$ cat config.mk
export PLATFORM = sky130hd
export DESIGN_NAME = alu_top
export DESIGN_NICKNAME = d
export VERILOG_FILES = /design/src/rtl/alu_pkg.sv /design/src/rtl/alu_ctrl_fsm.sv /design/src/rtl/alu_iter_count.sv /design/src/rtl/alu_bit_count.sv /design/src/rtl/alu_iter_shift.sv /design/src/rtl/alu_arith_acc.sv /design/src/rtl/alu_top.sv
export VERILOG_INCLUDE_DIRS = /design/src /design/src/include
export SDC_FILE = /design/constraint.sdc
export NUM_CORES = 1
export LEC_CHECK = 0
export BUFFER_PORTS_ARGS = -buffer_cell sky130_fd_sc_hd__buf_2
export CAP_MARGIN = 5
export CORE_MARGIN = 2
export CORE_UTILIZATION = 55
export DETAILED_ROUTE_END_ITERATION = 8
export PLACE_DENSITY = 0.75
export SYNTH_ARGS = -nofsm -noshare
export SYNTH_HDL_FRONTEND = slang
export SYNTH_SLANG_ARGS = --single-unit
$ cat constraint.sdc
create_clock -name i_clk -period 10.2 [get_ports i_clk]
set_input_delay 0.51 -clock i_clk [delete_from_list [all_inputs] [get_ports i_clk]]
set_output_delay 0.51 -clock i_clk [all_outputs]
set_load 0.03 [all_outputs]
$ cat src/include/alu_cfg.svh
`ifndef ALU_CFG_SVH
`define ALU_CFG_SVH

// Q6.10 fixed-point format
`define ALU_INT_W  6
`define ALU_FRAC_W 10
`define ALU_DATA_W (`ALU_INT_W + `ALU_FRAC_W)

// full signed product
`define ALU_PROD_W (2 * `ALU_DATA_W)

`define ALU_OP_W 4

// iteration count and target, wide enough for 32
`define ALU_ITER_W 6

// LFSR step count comes from b[4:0]
`define ALU_STEP_W 5

// leading-zero count, 0 to 16
`define ALU_CLZ_W 5

// feedback taps at bits 15, 13, 12 and 10
`define ALU_LFSR_TAPS 16'hB400

`endif

$ cat src/rtl/alu_pkg.sv
`include "alu_cfg.svh"

package alu_pkg;

    typedef logic [`ALU_DATA_W-1:0] data_t;
    typedef logic [`ALU_PROD_W-1:0] prod_t;
    typedef logic [`ALU_ITER_W-1:0] iter_t;

    // values 4, 8 and 9 are no-ops
    typedef enum logic [`ALU_OP_W-1:0] {
        OP_ADD  = 4'd0,
        OP_SUB  = 4'd1,
        OP_MUL  = 4'd2,
        OP_MAC  = 4'd3,
        OP_CLZ  = 4'd5,
        OP_LRCW = 4'd6,
        OP_LFSR = 4'd7
    } alu_op_e;

    typedef enum logic [1:0] {
        S_IDLE = 2'd0,
        S_EXEC = 2'd1,
        S_ITER = 2'd2,
        S_DONE = 2'd3
    } alu_state_e;

    typedef struct packed {
        alu_op_e op;
        data_t   a;
        data_t   b;
    } alu_cmd_t;

endpackage

$ cat src/rtl/alu_ctrl_fsm.sv
module alu_ctrl_fsm (
    input  logic              i_clk,
    input  logic              i_rst_n,
    input  logic              i_valid,
    input  alu_pkg::alu_cmd_t i_cmd,
    input  logic              i_iter_done,
    output alu_pkg::alu_cmd_t o_cmd,
    output logic              o_exec_start,
    output logic              o_iter_en,
    output logic              o_result_load,
    output logic              o_busy,
    output logic              o_valid
);
    import alu_pkg::*;

    alu_state_e state_q;
    alu_state_e state_d;
    alu_cmd_t   cmd_q;
    logic       acc_q;
    logic       accept;
    logic       is_iter;
    logic       finish;

    assign accept  = i_valid && !o_busy;
    assign is_iter = (cmd_q.op == OP_LRCW) || (cmd_q.op == OP_LFSR);
    // non-iterative ops and zero targets go straight to S_DONE
    assign finish  = i_iter_done || !is_iter;

    always_comb begin
        state_d = state_q;
        case (state_q)
            S_IDLE: begin
                if (acc_q) begin
                    state_d = S_EXEC;
                end
            end
            S_EXEC: begin
                state_d = finish ? S_DONE : S_ITER;
            end
            S_ITER: begin
                if (finish) begin
                    state_d = S_DONE;
                end
            end
            S_DONE: begin
                state_d = S_IDLE;
            end
            default: begin
                state_d = S_IDLE;
            end
        endcase
    end

    always_ff @(posedge i_clk or negedge i_rst_n) begin
        if (!i_rst_n) begin
            state_q <= S_IDLE;
            acc_q   <= 1'b0;
        end else begin
            state_q <= state_d;
            acc_q   <= accept;
        end
    end

    // held command, read by all data blocks
    always_ff @(posedge i_clk) begin
        if (accept) begin
            cmd_q <= i_cmd;
        end
    end

    assign o_cmd         = cmd_q;
    assign o_exec_start  = (state_q == S_EXEC);
    assign o_iter_en     = (state_q == S_ITER);
    assign o_result_load = ((state_q == S_EXEC) || (state_q == S_ITER)) && finish;
    assign o_busy        = acc_q || (state_q != S_IDLE);
    assign o_valid       = (state_q == S_DONE);

    // valid is a one-cycle pulse inside the busy window
    a_valid_in_busy: assert property (@(posedge i_clk) disable iff (!i_rst_n)
        o_valid |-> o_busy ##1 !o_valid);

    // no new command replaces the held one while busy
    a_cmd_held: assert property (@(posedge i_clk) disable iff (!i_rst_n)
        o_busy |=> $stable(cmd_q));

endmodule

$ cat src/rtl/alu_iter_count.sv
`include "alu_cfg.svh"

module alu_iter_count (
    input  logic              i_clk,
    input  logic              i_rst_n,
    input  alu_pkg::alu_cmd_t i_cmd,
    input  alu_pkg::iter_t    i_popcount,
    input  logic              i_start,
    input  logic              i_step,
    output logic              o_done
);
    import alu_pkg::*;

    iter_t target;
    iter_t count_q;
    iter_t count_d;

    always_comb begin
        case (i_cmd.op)
            OP_LRCW: target = i_popcount;
            OP_LFSR: target = iter_t'(i_cmd.b[`ALU_STEP_W-1:0]);
            default: target = '0;
        endcase
    end

    always_comb begin
        count_d = count_q;
        if (i_start) begin
            count_d = '0;
        end else if (i_step) begin
            count_d = count_q + iter_t'(1);
        end
    end

    // done looks at the count after this edge, so a zero target finishes in exec
    assign o_done = (count_d == target);

    always_ff @(posedge i_clk or negedge i_rst_n) begin
        if (!i_rst_n) begin
            count_q <= '0;
        end else begin
            count_q <= count_d;
        end
    end

    a_count_in_range: assert property (@(posedge i_clk) disable iff (!i_rst_n)
        i_step |-> count_q < target);

endmodule

$ cat src/rtl/alu_bit_count.sv
`include "alu_cfg.svh"

module alu_bit_count (
    input  alu_pkg::data_t i_a,
    output alu_pkg::data_t o_clz,
    output alu_pkg::iter_t o_popcount
);
    import alu_pkg::*;

    logic [`ALU_CLZ_W-1:0] clz;
    logic [7:0]            val8;
    logic [3:0]            val4;
    logic [1:0]            val2;
    iter_t                 pop;

    // binary search, halving the window each level
    always_comb begin
        clz  = '0;
        val8 = '0;
        val4 = '0;
        val2 = '0;
        if (i_a == '0) begin
            clz = {1'b1, {(`ALU_CLZ_W-1){1'b0}}};
        end else begin
            clz[3] = (i_a[15:8] == 8'd0);
            val8   = clz[3] ? i_a[7:0] : i_a[15:8];
            clz[2] = (val8[7:4] == 4'd0);
            val4   = clz[2] ? val8[3:0] : val8[7:4];
            clz[1] = (val4[3:2] == 2'd0);
            val2   = clz[1] ? val4[1:0] : val4[3:2];
            clz[0] = !val2[1];
        end
    end

    always_comb begin
        pop = '0;
        for (int i = 0; i < `ALU_DATA_W; i++) begin
            pop = pop + iter_t'(i_a[i]);
        end
    end

    assign o_clz      = data_t'(clz);
    assign o_popcount = pop;

endmodule

$ cat src/rtl/alu_iter_shift.sv
`include "alu_cfg.svh"

module alu_iter_shift (
    input  logic              i_clk,
    input  logic              i_rst_n,
    input  alu_pkg::alu_cmd_t i_cmd,
    input  logic              i_load,
    input  logic              i_step,
    output alu_pkg::data_t    o_lrcw,
    output alu_pkg::data_t    o_lfsr
);
    import alu_pkg::*;

    data_t lrcw_q;
    data_t lrcw_d;
    data_t lfsr_q;
    data_t lfsr_d;

    always_comb begin
        lrcw_d = lrcw_q;
        lfsr_d = lfsr_q;
        if (i_load) begin
            lrcw_d = i_cmd.b;
            lfsr_d = i_cmd.a;
        end else if (i_step) begin
            // rotate left, inverting the bit that wraps
            lrcw_d = {lrcw_q[`ALU_DATA_W-2:0], ~lrcw_q[`ALU_DATA_W-1]};
            lfsr_d = {lfsr_q[`ALU_DATA_W-2:0], ^(lfsr_q & `ALU_LFSR_TAPS)};
        end
    end

    always_ff @(posedge i_clk or negedge i_rst_n) begin
        if (!i_rst_n) begin
            lrcw_q <= '0;
            lfsr_q <= '0;
        end else begin
            lrcw_q <= lrcw_d;
            lfsr_q <= lfsr_d;
        end
    end

    // next-state values, so the result register catches the final step
    // on the same edge
    assign o_lrcw = lrcw_d;
    assign o_lfsr = lfsr_d;

endmodule

$ cat src/rtl/alu_arith_acc.sv
`include "alu_cfg.svh"

module alu_arith_acc (
    input  logic              i_clk,
    input  logic              i_rst_n,
    input  alu_pkg::alu_cmd_t i_cmd,
    input  logic              i_load,
    input  alu_pkg::data_t    i_clz,
    input  alu_pkg::data_t    i_lrcw,
    input  alu_pkg::data_t    i_lfsr,
    output alu_pkg::data_t    o_data
);
    import alu_pkg::*;

    localparam data_t SAT_MAX = {1'b0, {(`ALU_DATA_W-1){1'b1}}};
    localparam data_t SAT_MIN = {1'b1, {(`ALU_DATA_W-1){1'b0}}};

    data_t                       sum;
    data_t                       diff;
    data_t                       add_res;
    data_t                       sub_res;
    data_t                       mul_res;
    data_t                       mac_res;
    data_t                       res_d;
    prod_t                       prod;
    logic signed [`ALU_PROD_W:0] mac_wide;

    // drop the fraction, round half up on bit 9, clamp to Q6.10
    function automatic data_t round_sat(input logic signed [`ALU_PROD_W:0] v);
        logic signed [`ALU_PROD_W:0]          t;
        logic [`ALU_PROD_W-`ALU_DATA_W+1:0]   hi;
        t  = v >>> `ALU_FRAC_W;
        t  = t + {{`ALU_PROD_W{1'b0}}, v[`ALU_FRAC_W-1]};
        hi = t[`ALU_PROD_W:`ALU_DATA_W-1];
        if (hi == '0 || hi == '1) begin
            return t[`ALU_DATA_W-1:0];
        end
        return t[`ALU_PROD_W] ? SAT_MIN : SAT_MAX;
    endfunction

    assign sum  = i_cmd.a + i_cmd.b;
    assign diff = i_cmd.a - i_cmd.b;

    // overflow when the result sign disagrees with like-signed inputs
    always_comb begin
        add_res = sum;
        if ((i_cmd.a[`ALU_DATA_W-1] == i_cmd.b[`ALU_DATA_W-1]) &&
            (sum[`ALU_DATA_W-1] != i_cmd.a[`ALU_DATA_W-1])) begin
            add_res = i_cmd.a[`ALU_DATA_W-1] ? SAT_MIN : SAT_MAX;
        end
        sub_res = diff;
        if ((i_cmd.a[`ALU_DATA_W-1] != i_cmd.b[`ALU_DATA_W-1]) &&
            (diff[`ALU_DATA_W-1] != i_cmd.a[`ALU_DATA_W-1])) begin
            sub_res = i_cmd.a[`ALU_DATA_W-1] ? SAT_MIN : SAT_MAX;
        end
    end

    assign prod = $signed(i_cmd.a) * $signed(i_cmd.b);

    // accumulator moved up to the product scale, 20 fraction bits
    assign mac_wide = $signed({prod[`ALU_PROD_W-1], prod}) +
                      $signed({{(`ALU_INT_W+1){o_data[`ALU_DATA_W-1]}}, o_data,
                               {`ALU_FRAC_W{1'b0}}});

    assign mul_res = round_sat($signed({prod[`ALU_PROD_W-1], prod}));
    assign mac_res = round_sat(mac_wide);

    always_comb begin
        case (i_cmd.op)
            OP_ADD:  res_d = add_res;
            OP_SUB:  res_d = sub_res;
            OP_MUL:  res_d = mul_res;
            OP_MAC:  res_d = mac_res;
            OP_CLZ:  res_d = i_clz;
            OP_LRCW: res_d = i_lrcw;
            OP_LFSR: res_d = i_lfsr;
            // no-op keeps the last result
            default: res_d = o_data;
        endcase
    end

    always_ff @(posedge i_clk or negedge i_rst_n) begin
        if (!i_rst_n) begin
            o_data <= '0;
        end else if (i_load) begin
            o_data <= res_d;
        end
    end

endmodule

$ cat src/rtl/alu_top.sv
module alu_top (
    input  logic              i_clk,
    input  logic              i_rst_n,
    input  logic              i_valid,
    input  alu_pkg::alu_cmd_t i_cmd,
    output logic              o_valid,
    output logic              o_busy,
    output alu_pkg::data_t    o_data
);
    import alu_pkg::*;

    alu_cmd_t cmd_q;
    logic     exec_start;
    logic     iter_en;
    logic     result_load;
    logic     iter_done;
    data_t    clz;
    iter_t    popcount;
    data_t    lrcw;
    data_t    lfsr;

    alu_ctrl_fsm alu_ctrl_fsm_i (
        .i_clk         (i_clk),
        .i_rst_n       (i_rst_n),
        .i_valid       (i_valid),
        .i_cmd         (i_cmd),
        .i_iter_done   (iter_done),
        .o_cmd         (cmd_q),
        .o_exec_start  (exec_start),
        .o_iter_en     (iter_en),
        .o_result_load (result_load),
        .o_busy        (o_busy),
        .o_valid       (o_valid)
    );

    alu_iter_count alu_iter_count_i (
        .i_clk      (i_clk),
        .i_rst_n    (i_rst_n),
        .i_cmd      (cmd_q),
        .i_popcount (popcount),
        .i_start    (exec_start),
        .i_step     (iter_en),
        .o_done     (iter_done)
    );

    alu_bit_count alu_bit_count_i (
        .i_a        (cmd_q.a),
        .o_clz      (clz),
        .o_popcount (popcount)
    );

    alu_iter_shift alu_iter_shift_i (
        .i_clk   (i_clk),
        .i_rst_n (i_rst_n),
        .i_cmd   (cmd_q),
        .i_load  (exec_start),
        .i_step  (iter_en),
        .o_lrcw  (lrcw),
        .o_lfsr  (lfsr)
    );

    alu_arith_acc alu_arith_acc_i (
        .i_clk   (i_clk),
        .i_rst_n (i_rst_n),
        .i_cmd   (cmd_q),
        .i_load  (result_load),
        .i_clz   (clz),
        .i_lrcw  (lrcw),
        .i_lfsr  (lfsr),
        .o_data  (o_data)
    );

endmodule

==> out/qor.txt, run 1 <==
Pre-antenna DRT Iters: 6
Initial antenna violation count: 0
Die ar.: 0.0368 sq mm
Most common cell after layout, fill and taps aside: inv_1
Sequential share of the synthesized area: 0.129
Setup TNS: 0 ns
Yosys reg bits: 93
Min Tclk post-route: 9.89 ns
Final wirelength: 63800 um
Slowest CP cell: fa_1
Skew-Pair Late Insertion Delay: 0.38 ns
Drt wl/cell: 22.6 um
# setup viols final: 0
First-pass GRT wire length: 98400 um
Most frequent cells in the layout: inv_1, fa_1, nand2_1
Mapped Cells: 2269
RR Endpoint: alu_arith_acc_i.o_data[13]
H-tree depth: 3
Unique masters post-synth: 98
Worst Setup End Kind: flop
Crit. Startpoint: alu_ctrl_fsm_i.o_cmd[25]
Layout cells sized above 1: 0.123
Vias: 17.2k
Crit path depth: 33
Post-synth EDFFs: 36
Worst R2R Path Depth: 33
Clock slew at reported path FFs: 0.09 ns
Slew margin rel.: 0.447
CP max stage delay: 0.56 ns
Worst slew pin tran: 0.823 ns
CP top delay family: adder cells
Root Buffer: clkbuf_16
Main synth FF type: dfrtp_1
Crit share post-route: 0.970
Die Span Y: 192 um
Synthesized area: 0.0194 sq mm
GRT overflow: 0
Largest net degree at the start of global routing: 72
R2R Setup Slk: 0.31 ns
Synthesized area per cell: 8.55 sq um
IO Pins: 57
Clk sinks: 93
WP data required: 10.48 ns
Number of global-route vias before repair: 17.2k
CP Capture Point: alu_arith_acc_i.o_data[13]
GPL Wtd Cong: 1.02
Routed Antenna Nets: 0
Syn. warnings: 0
Core area: 0.0346 sq mm
Hold Path Class: in2async
Fin Clk Skew: 0.0156 ns
Fin Hold WS: 0.296 ns
CP Class: reg2reg
Final Hold Viols: 0
CTS tree: yes
Via density: 6.10
Reg-to-Reg Start: alu_ctrl_fsm_i.o_cmd[25]
Number of DRC markers in iteration 0: 1629
Area Growth Syn to Fin: 9.99%
Fmax: 101 MHz
Final slew viol count: 0
Ys async rst share: 0.613
Critical Path Most Common Cell: fa_1
Arrival time worst endpoint: 10.17 ns
Startpoint Class: flop
Bufs and invs on worst path: 6
Initial Utilization: 0.560
Final antenna diode count: 0
CTS Buffer Depth: 2
Outcome: finished clean
Syn nets: 2734
Nets: 2834
GRT Total Usage: 0.357
DRC viols: 0
Die Wd: 192 um
Maxcap violations: 0
Crit path max fanout: 9
CTS Buf Count: 9
Final HPWL DP: 51500 um
I/O Buffers: 56
# rows: 68
==> flip-flops by register name, summed over array words and instances (netlist names) <==
signal,count
alu_ctrl_fsm_i.acc_q,1
alu_iter_shift_i.lfsr_q,16
alu_ctrl_fsm_i.o_cmd,36
alu_ctrl_fsm_i.state_q,2
alu_arith_acc_i.o_data,16
alu_iter_count_i.count_q,6
alu_iter_shift_i.lrcw_q,16
==> routing by layer <==
metal	up-vias	global-route usage	wire (um)	part of all wire
met4	0	0.157	3170	0.050
li1	7702	-	-	-
met3	188	0.0619	5820	0.091
met1	8491	0.472	25400	0.40
met5	-	0	0	0
met2	863	0.577	29500	0.46
==> stage by stage <==
step / std cells / setup slack, ns / instance area (sq um) / util
3_3_place_gp: 2781 / 0.0697 / 20600 / 0.594
4_1_cts: 2804 / 0.00241 / 20900 / 0.604
6_report: 2829 / 0.306 / 21300 / 0.616
3_5_place_dp: 2781 / -0.0888 / 20600 / 0.594
5_1_grt: 2829 / -0.00916 / 21300 / 0.616
2_1_floorplan: 2269 / 0.499 / 19400 / -
==> cell usage after synthesis, drive strengths merged, types with 32 or more instances <==
cell type | n | area share
clkbuf | 69 | 0.013
mux2i | 49 | 0.025
o21ai | 124 | 0.032
ha | 151 | 0.097
fa | 275 | 0.28
xor2 | 32 | 0.014
nand2 | 226 | 0.044
xnor2 | 64 | 0.029
and2 | 47 | 0.015
dfrtp | 57 | 0.074
a21oi | 103 | 0.028
nor2 | 188 | 0.036
edfxtp | 36 | 0.056
inv | 380 | 0.074
==> cell type report <==
type | count | area, sq um
Clock buffer | 12 | 278
Clock inverter | 4 | 36.3
Fill cell | 3034 | 13300
Inverter | 391 | 1490
Multi-Input combinational cell | 1690 | 15200
Sequential cell | 93 | 2510
Tap cell | 455 | 569
Timing Repair Buffer | 184 | 1250
==> repair_timing <==
action                                  in CTS  in global routing
pin swaps                                    0                  6
endpoints found under the setup margin      15                 16
resized for setup                            1                 47
hold buffers                                 0                  0
setup buffers                                7                 24
gates cloned                                 0                  1
==> kinds of logic after synthesis <==
logic type,after synthesis,share of synthesized area
buf+inv,487,0.0980
flops,93,0.129
mux,63,0.0336
xor+xnor,96,0.0433
simple gates,662,0.162
fa+ha+maj,426,0.381
compound gates,442,0.152
==> worst min path at each step <==
stage,slack [ns],cells after the start,startpoint,to
after global routing,0.30,1,i_cmd[5],alu_ctrl_fsm_i.o_cmd[5]
final,0.30,2,i_rst_n,alu_iter_shift_i.lrcw_q[2]
after CTS,0.30,1,i_cmd[11],alu_ctrl_fsm_i.o_cmd[11]
after floorplan,0.21,0,i_rst_n,alu_arith_acc_i.o_data[0]
after global placement,0.54,1,alu_ctrl_fsm_i.state_q[0],alu_ctrl_fsm_i.state_q[0]
after detailed placement,0.55,2,alu_iter_count_i.count_q[5],alu_iter_count_i.count_q[5]
Power of run 1 is left out: the tool's default activity adds up to more than one toggle a clock period on the data nets, which glitch-free logic cannot reach.
==> inputs of run 2 (changes only) <==
==> constraint.sdc (replaced) <==
create_clock -name i_clk -period 8.45 [get_ports i_clk]
set_input_delay 0.4225 -clock i_clk [delete_from_list [all_inputs] [get_ports i_clk]]
set_output_delay 0.4225 -clock i_clk [all_outputs]
set_load 0.03 [all_outputs]
==> run 2 against run 1 <==
Effect of this change: the flow now finishes with violations (negative setup slack); sequential share of layout area shrank 1.8 points; first-iteration DRC count grew 7.4%; worst hold slack lost 0.11 ns; routed wire length grew 9.5%; clock skew grew 0.013 ns; critical path depth grew 3; cell count grew 13%; via count grew 8.4%; global-route usage grew 3.7 points; final area grew 18%; die area is the same.
==> out/qor.txt, run 2 (synthesis gave the netlist of run 1 again) <==
IO Pins: 57 (unchanged)
# fillers: 2653 (-13%)
Dpl cells: 3096 (+11%)
Die Span Y: 192 um (unchanged)
First-pass GRT wire length: 109000 um (+11%)
Worst Setup End Kind: flop
Slowest CP cell: fa_1
Failing checks: negative setup slack
Initial Utilization: 0.560 (unchanged)
Hold Path Class: in2async
Final cell count without fillers: 3189 (+13%)
Maxcap violations: 0 (unchanged)
Clk sinks: 93 (unchanged)
Startpoint Class: flop
Crit. Startpoint: alu_ctrl_fsm_i.o_cmd[23]
Area Growth Syn to Fin: 30.1%
H-tree depth: 3 (unchanged)
Nets: 3191 (+13%)
Worst slew pin tran: 1.09 ns (+0.272 ns)
# rows: 68 (unchanged)
GR Util met2: 0.637 (+0.0596)
Most common cell after layout, fill and taps aside: buf_4
Largest net degree at the start of global routing: 66 (-8.3%)
Gr busiest metal: met2
Min Tclk post-route: 9.11 ns (-0.786 ns)
Worst R2R Path Depth: 36 (+9.1%)
Fin Clk Skew: 0.0291 ns (+0.0135 ns)
Largest register FFs: 36 (unchanged)
CP Class: reg2reg
Number of DRC markers in iteration 0: 1750 (+7.4%)
Pre-antenna DRT Iters: 8 (+2)
WP data required: 8.69 ns (-1.79 ns)
CTS Buffer Depth: 2 (unchanged)
Clock slew at reported path FFs: 0.11 ns (+0.02 ns)
Layout cells sized above 1: 0.300 (+0.176)
RR Endpoint: alu_arith_acc_i.o_data[10]
Critical Path Most Common Cell: buf_4
Drt wl/cell: 21.9 um (-2.8%)
GRT Total Usage: 0.394 (+0.0369)
Skew-Pair Late Insertion Delay: 0.40 ns (+0.02 ns)
Slew margin rel.: 0.270 (-0.176)
Die Wd: 192 um (unchanged)
R2R Setup Slk: -0.66 ns (-0.96 ns)
Routed Antenna Nets: 0 (unchanged)
Root Buffer: clkbuf_16
Core area: 0.0346 sq mm (unchanged)
Via density: 5.86 (-3.8%)
GRT overflow: 0 (unchanged)
CTS tree: yes
Final Hold Viols: 0 (unchanged)
Most frequent cells in the layout: buf_4, inv_1, fa_1
Number of global-route vias before repair: 19.4k (+13%)
Vias: 18.7k (+8.4%)
# setup viols final: 16 (+16)
Die ar.: 0.0368 sq mm (unchanged)
Arrival time worst endpoint: 9.35 ns (-0.82 ns)
Worst setup margin: -0.659 ns (-0.964 ns)
RSZ-0062 raised after global routing: true
Global-route met3 utilization: 0.0724 (+0.0104)
I/O Buffers: 56 (unchanged)
CP Capture Point: alu_arith_acc_i.o_data[10]
Final HPWL DP: 57300 um (+11%)
CTS Buf Count: 9 (unchanged)
CP max stage delay: 0.57 ns (about the same)
Reg-to-Reg Start: alu_ctrl_fsm_i.o_cmd[23]
GR Util met1: 0.506 (+0.0344)
Fmax: 110 MHz (+8.6%)
Initial antenna violation count: 2 (+2)
DRC viols: 0 (unchanged)
Fin Hold WS: 0.188 ns (-0.108 ns)
Outcome: complete, but fails checks
Crit path max fanout: 5 (-4)
Crit share post-route: 1.08 (+0.108)
GPL Wtd Cong: 1.01 (-0.59%)
Final wirelength: 69900 um (+9.5%)
Final slew viol count: 0 (unchanged)
run 2: cell count changes in the layout (fill, tap and decap cells not counted), moves of 12 or more:
| cell | change |
|---|---|
| a21oi_1 | -16 |
| buf_4 | +321 |
| buf_6 | +28 |
| fa_1 | -15 |
| fa_2 | +15 |
| ha_1 | -23 |
| ha_4 | +19 |
| inv_1 | -20 |
| inv_2 | +19 |
| nor2_1 | -13 |
| o21ai_0 | -13 |
| o21ai_2 | +12 |
run 2: critical path, delay by kind of cell (launching register included):
family / cells / cell delay (ns)
adders and majority gates: 8 / 3.50
AOI/OAI and AO/OA: 10 / 2.01
and+or+nand+nor: 7 / 1.53
buffers and inverters: 9 / 1.03
DFF: 1 / 0.46
muxes: 1 / 0.25
xor gates and xnor gates: 1 / 0.18
run 2: cell type report:
type,count,area [sq um],area share
inverter,391,1500,0.0593
sequential,93,2510,0.0993
clock buffer,9,225,0.00892
tap,455,569,0.0226
multi-input combinational,1690,16200,0.643
timing repair buffer,541,4120,0.163
clock inverter,7,75.1,0.00297
antenna,3,7.51,0.000297
run 2: through the flow:
step,TNS [ns],cell area [sq um],utilization,setup WS (ns)
2_1_floorplan,-5.40,19900,-,-0.395
3_3_place_gp,-13.58,23300,0.673,-0.883
6_report,-9.40,25200,0.729,-0.659
4_1_cts,-8.09,24300,0.703,-0.547
3_5_place_dp,-14.63,23300,0.673,-0.978
5_1_grt,-14.18,25200,0.729,-0.963
run 2: repair_timing:
action,in CTS,in global routing
hold buffers,0,0
cloned,1,1
setup buffers,32,41
endpoints found under the setup margin,16,16
pin swaps,39,101
resized for setup,109,133
run 2: layer usage:
| metal | up-vias | share of wire |
|---|---|---|
| li1 | 8411 | - |
| met1 | 9196 | 0.40 |
| met2 | 863 | 0.47 |
| met3 | 227 | 0.078 |
| met4 | 0 | 0.056 |
| met5 | - | 0 |
run 2: worst min-delay path by stage:
| stage | to | slack [ns] | from |
|---|---|---|---|
| 2_1_floorplan | alu_arith_acc_i.o_data[0] | 0.13 | i_rst_n |
| 5_1_grt | alu_ctrl_fsm_i.o_cmd[12] | 0.20 | i_cmd[12] |
| 4_1_cts | alu_iter_shift_i.lrcw_q[7] | 0.20 | i_rst_n |
| 3_5_place_dp | alu_ctrl_fsm_i.state_q[0] | 0.55 | alu_ctrl_fsm_i.state_q[0] |
| 3_3_place_gp | alu_ctrl_fsm_i.state_q[0] | 0.53 | alu_ctrl_fsm_i.state_q[0] |
| 6_report | alu_iter_shift_i.lrcw_q[7] | 0.19 | i_rst_n |
Power of run 2 is left out for the same reason.
==> inputs of run 3 (changes only) <==
--- a/config.mk
+++ b/config.mk
@@ -12,6 +12,7 @@
 export CORE_UTILIZATION = 55
 export DETAILED_ROUTE_END_ITERATION = 8
 export PLACE_DENSITY = 0.75
+export SETUP_SLACK_MARGIN = 0.05
 export SYNTH_ARGS = -nofsm -noshare
 export SYNTH_HDL_FRONTEND = slang
 export SYNTH_SLANG_ARGS = --single-unit
==> constraint.sdc (replaced) <==
create_clock -name i_clk -period 8.45 [get_ports i_clk]
set_input_delay 0.4225 -clock i_clk [delete_from_list [all_inputs] [get_ports i_clk]]
set_output_delay 0.4225 -clock i_clk [all_outputs]
set_load 0.1 [all_outputs]
==> run 3 against run 2 <==
Effect of this change: the flow still finishes with violations (negative setup slack); critical path depth is the same; die area is the same; setup slack lost 0.059 ns; global-route usage shrank 1.3 points; routed wire length shrank 3.3%; via count shrank 0.66%; critical path type unchanged; largest cell class unchanged; highest routed layer unchanged.
==> out/qor.txt, run 3 (synthesis gave the netlist of run 1 again) <==
Core area: 0.0346 sq mm (unchanged)
Initial antenna violation count: 0 (-2)
R2R Setup Slk: -0.72 ns (-0.06 ns)
Number of DRC markers in iteration 0: 1628 (-7.0%)
Final HPWL DP: 56400 um (-1.5%)
Final Hold Viols: 0 (unchanged)
IO Pins: 57 (unchanged)
Root Buffer: clkbuf_16
Slowest CP cell: fa_1
Setup TNS: -10.66 ns (-1.26 ns)
Clock slew at reported path FFs: 0.08 ns (-0.03 ns)
Worst slew pin tran: 1.17 ns (+0.0793 ns)
GPL Wtd Cong: 1.01 (+0.21%)
DRC viols: 0 (unchanged)
Skew-Pair Late Insertion Delay: 0.39 ns (about the same)
# rows: 68 (unchanged)
Via density: 5.90 (+0.63%)
Critical Path Most Common Cell: fa_1
Pre-antenna DRT Iters: 6 (-2)
Clk sinks: 93 (unchanged)
CTS tree: yes
Initial Utilization: 0.560 (unchanged)
Final wirelength: 67700 um (-3.3%)
Die Wd: 192 um (unchanged)
GRT Total Usage: 0.381 (-0.0130)
Largest register FFs: 36 (unchanged)
GRT overflow: 0 (unchanged)
CTS Buffer Depth: 2 (unchanged)
Failing checks: negative setup slack
Arrival time worst endpoint: 9.46 ns (+0.11 ns)
Fin Clk Skew: 0.0169 ns (-0.0121 ns)
Nets: 3153 (-1.2%)
Most frequent cells in the layout: buf_4, inv_1, fa_1
# setup viols final: 16 (unchanged)
I/O Buffers: 56 (unchanged)
CTS Buf Count: 9 (unchanged)
Area Growth Syn to Fin: 26.6%
Outcome: complete, but fails checks
Min Tclk post-route: 9.17 ns (+0.0587 ns)
CP max stage delay: 0.57 ns (about the same)
CP Class: reg2reg
RR Endpoint: alu_arith_acc_i.o_data[10]
WP data required: 8.74 ns (+0.05 ns)
Final core occ: 0.709 (-0.0198)
Worst R2R Path Depth: 36 (unchanged)
Maxcap violations: 0 (unchanged)
RSZ-0062 raised after global routing: true
Crit share post-route: 1.08 (+0.00694)
Vias: 18.6k (-0.66%)
Worst Setup End Kind: flop
Drt wl/cell: 21.5 um (-2.0%)
Layout cells sized above 1: 0.271 (-0.0285)
Die ar.: 0.0368 sq mm (unchanged)
Fmax: 109 MHz (-0.64%)
Crit path max fanout: 8 (+3)
# fillers: 2683 (+1.1%)
Final slew viol count: 0 (unchanged)
Startpoint Class: flop
Largest net degree at the start of global routing: 72 (+9.1%)
Routed Antenna Nets: 0 (unchanged)
Most common cell after layout, fill and taps aside: buf_4
Worst setup margin: -0.717 ns (-0.0587 ns)
Final antenna diode count: 0 (-3)
Die Span Y: 192 um (unchanged)
Hold Path Class: in2async
Reg-to-Reg Start: alu_ctrl_fsm_i.o_cmd[23]
H-tree depth: 3 (unchanged)
First-pass GRT wire length: 106000 um (-3.2%)
Number of global-route vias before repair: 18.8k (-3.1%)
Slew margin rel.: 0.216 (-0.0547)
==> run 3: changes by cell type in the layout (fill, tap and decap cells not counted), moves of 6 or more <==
cell / delta
o21ai_1: +6
buf_6: -14
inv_1: +8
buf_4: -20
inv_2: -7
==> run 3: cell type report <==
| class | instances | area [sq um] | area share |
|---|---|---|---|
| Multi-Input combinational cell | 1690 | 15900 | 0.649 |
| Timing Repair Buffer | 503 | 3750 | 0.153 |
| Sequential cell | 93 | 2510 | 0.102 |
| Inverter | 391 | 1500 | 0.0611 |
| Tap cell | 455 | 569 | 0.0232 |
| Clock buffer | 9 | 225 | 0.00917 |
| Clock inverter | 7 | 72.6 | 0.00296 |
==> run 3: worst max-delay path, delay by kind of cell, from the launching register on <==
family / cells / cell delay, ns
mux: 1 / 0.26
simple gates: 9 / 2.39
buf+inv: 8 / 0.68
compound gates: 10 / 1.68
flops: 1 / 0.41
fa+ha+maj: 8 / 3.63
==> run 3: worst max path at each step <==
| stage | end | slack [ns] | cells after the start | startpoint |
|---|---|---|---|---|
| CTS | alu_arith_acc_i.o_data[10] | -0.62 | 35 | alu_ctrl_fsm_i.o_cmd[23] |
| floorplan | alu_arith_acc_i.o_data[7] | -0.40 | 39 | alu_ctrl_fsm_i.o_cmd[31] |
| global route | alu_arith_acc_i.o_data[10] | -1.02 | 34 | alu_ctrl_fsm_i.o_cmd[2] |
| detailed placement | alu_arith_acc_i.o_data[6] | -0.91 | 35 | alu_ctrl_fsm_i.o_cmd[23] |
| finish | alu_arith_acc_i.o_data[10] | -0.72 | 36 | alu_ctrl_fsm_i.o_cmd[23] |
| global placement | alu_arith_acc_i.o_data[11] | -0.85 | 37 | alu_ctrl_fsm_i.o_cmd[23] |
==> run 3: metrics by stage <==
stage	cells	area [sq um]	worst slack, ns	hold WS [ns]
finish	3148	24600	-0.717	0.183
global route	3148	24600	-1.02	0.205
CTS	3129	24000	-0.624	0.197
detailed placement	3091	23200	-0.911	0.565
global placement	3091	23200	-0.851	0.537
floorplan	2269	19900	-0.396	0.127
==> run 3: routing by layer <==
layer	wire length [um]	GRT usage
met5	0	0
met1	27500	0.498
met2	31500	0.618
met3	5020	0.0634
met4	3610	0.181
==> run 3: timing repair <==
action | CTS | global route
setup buffers | 21 | 19
resized for setup | 69 | 79
hold buffers | 0 | 0
pin swaps | 13 | 48
setup endpoints to repair | 16 | 16
gates cloned | 1 | 0
Power of run 3 is left out for the same reason.
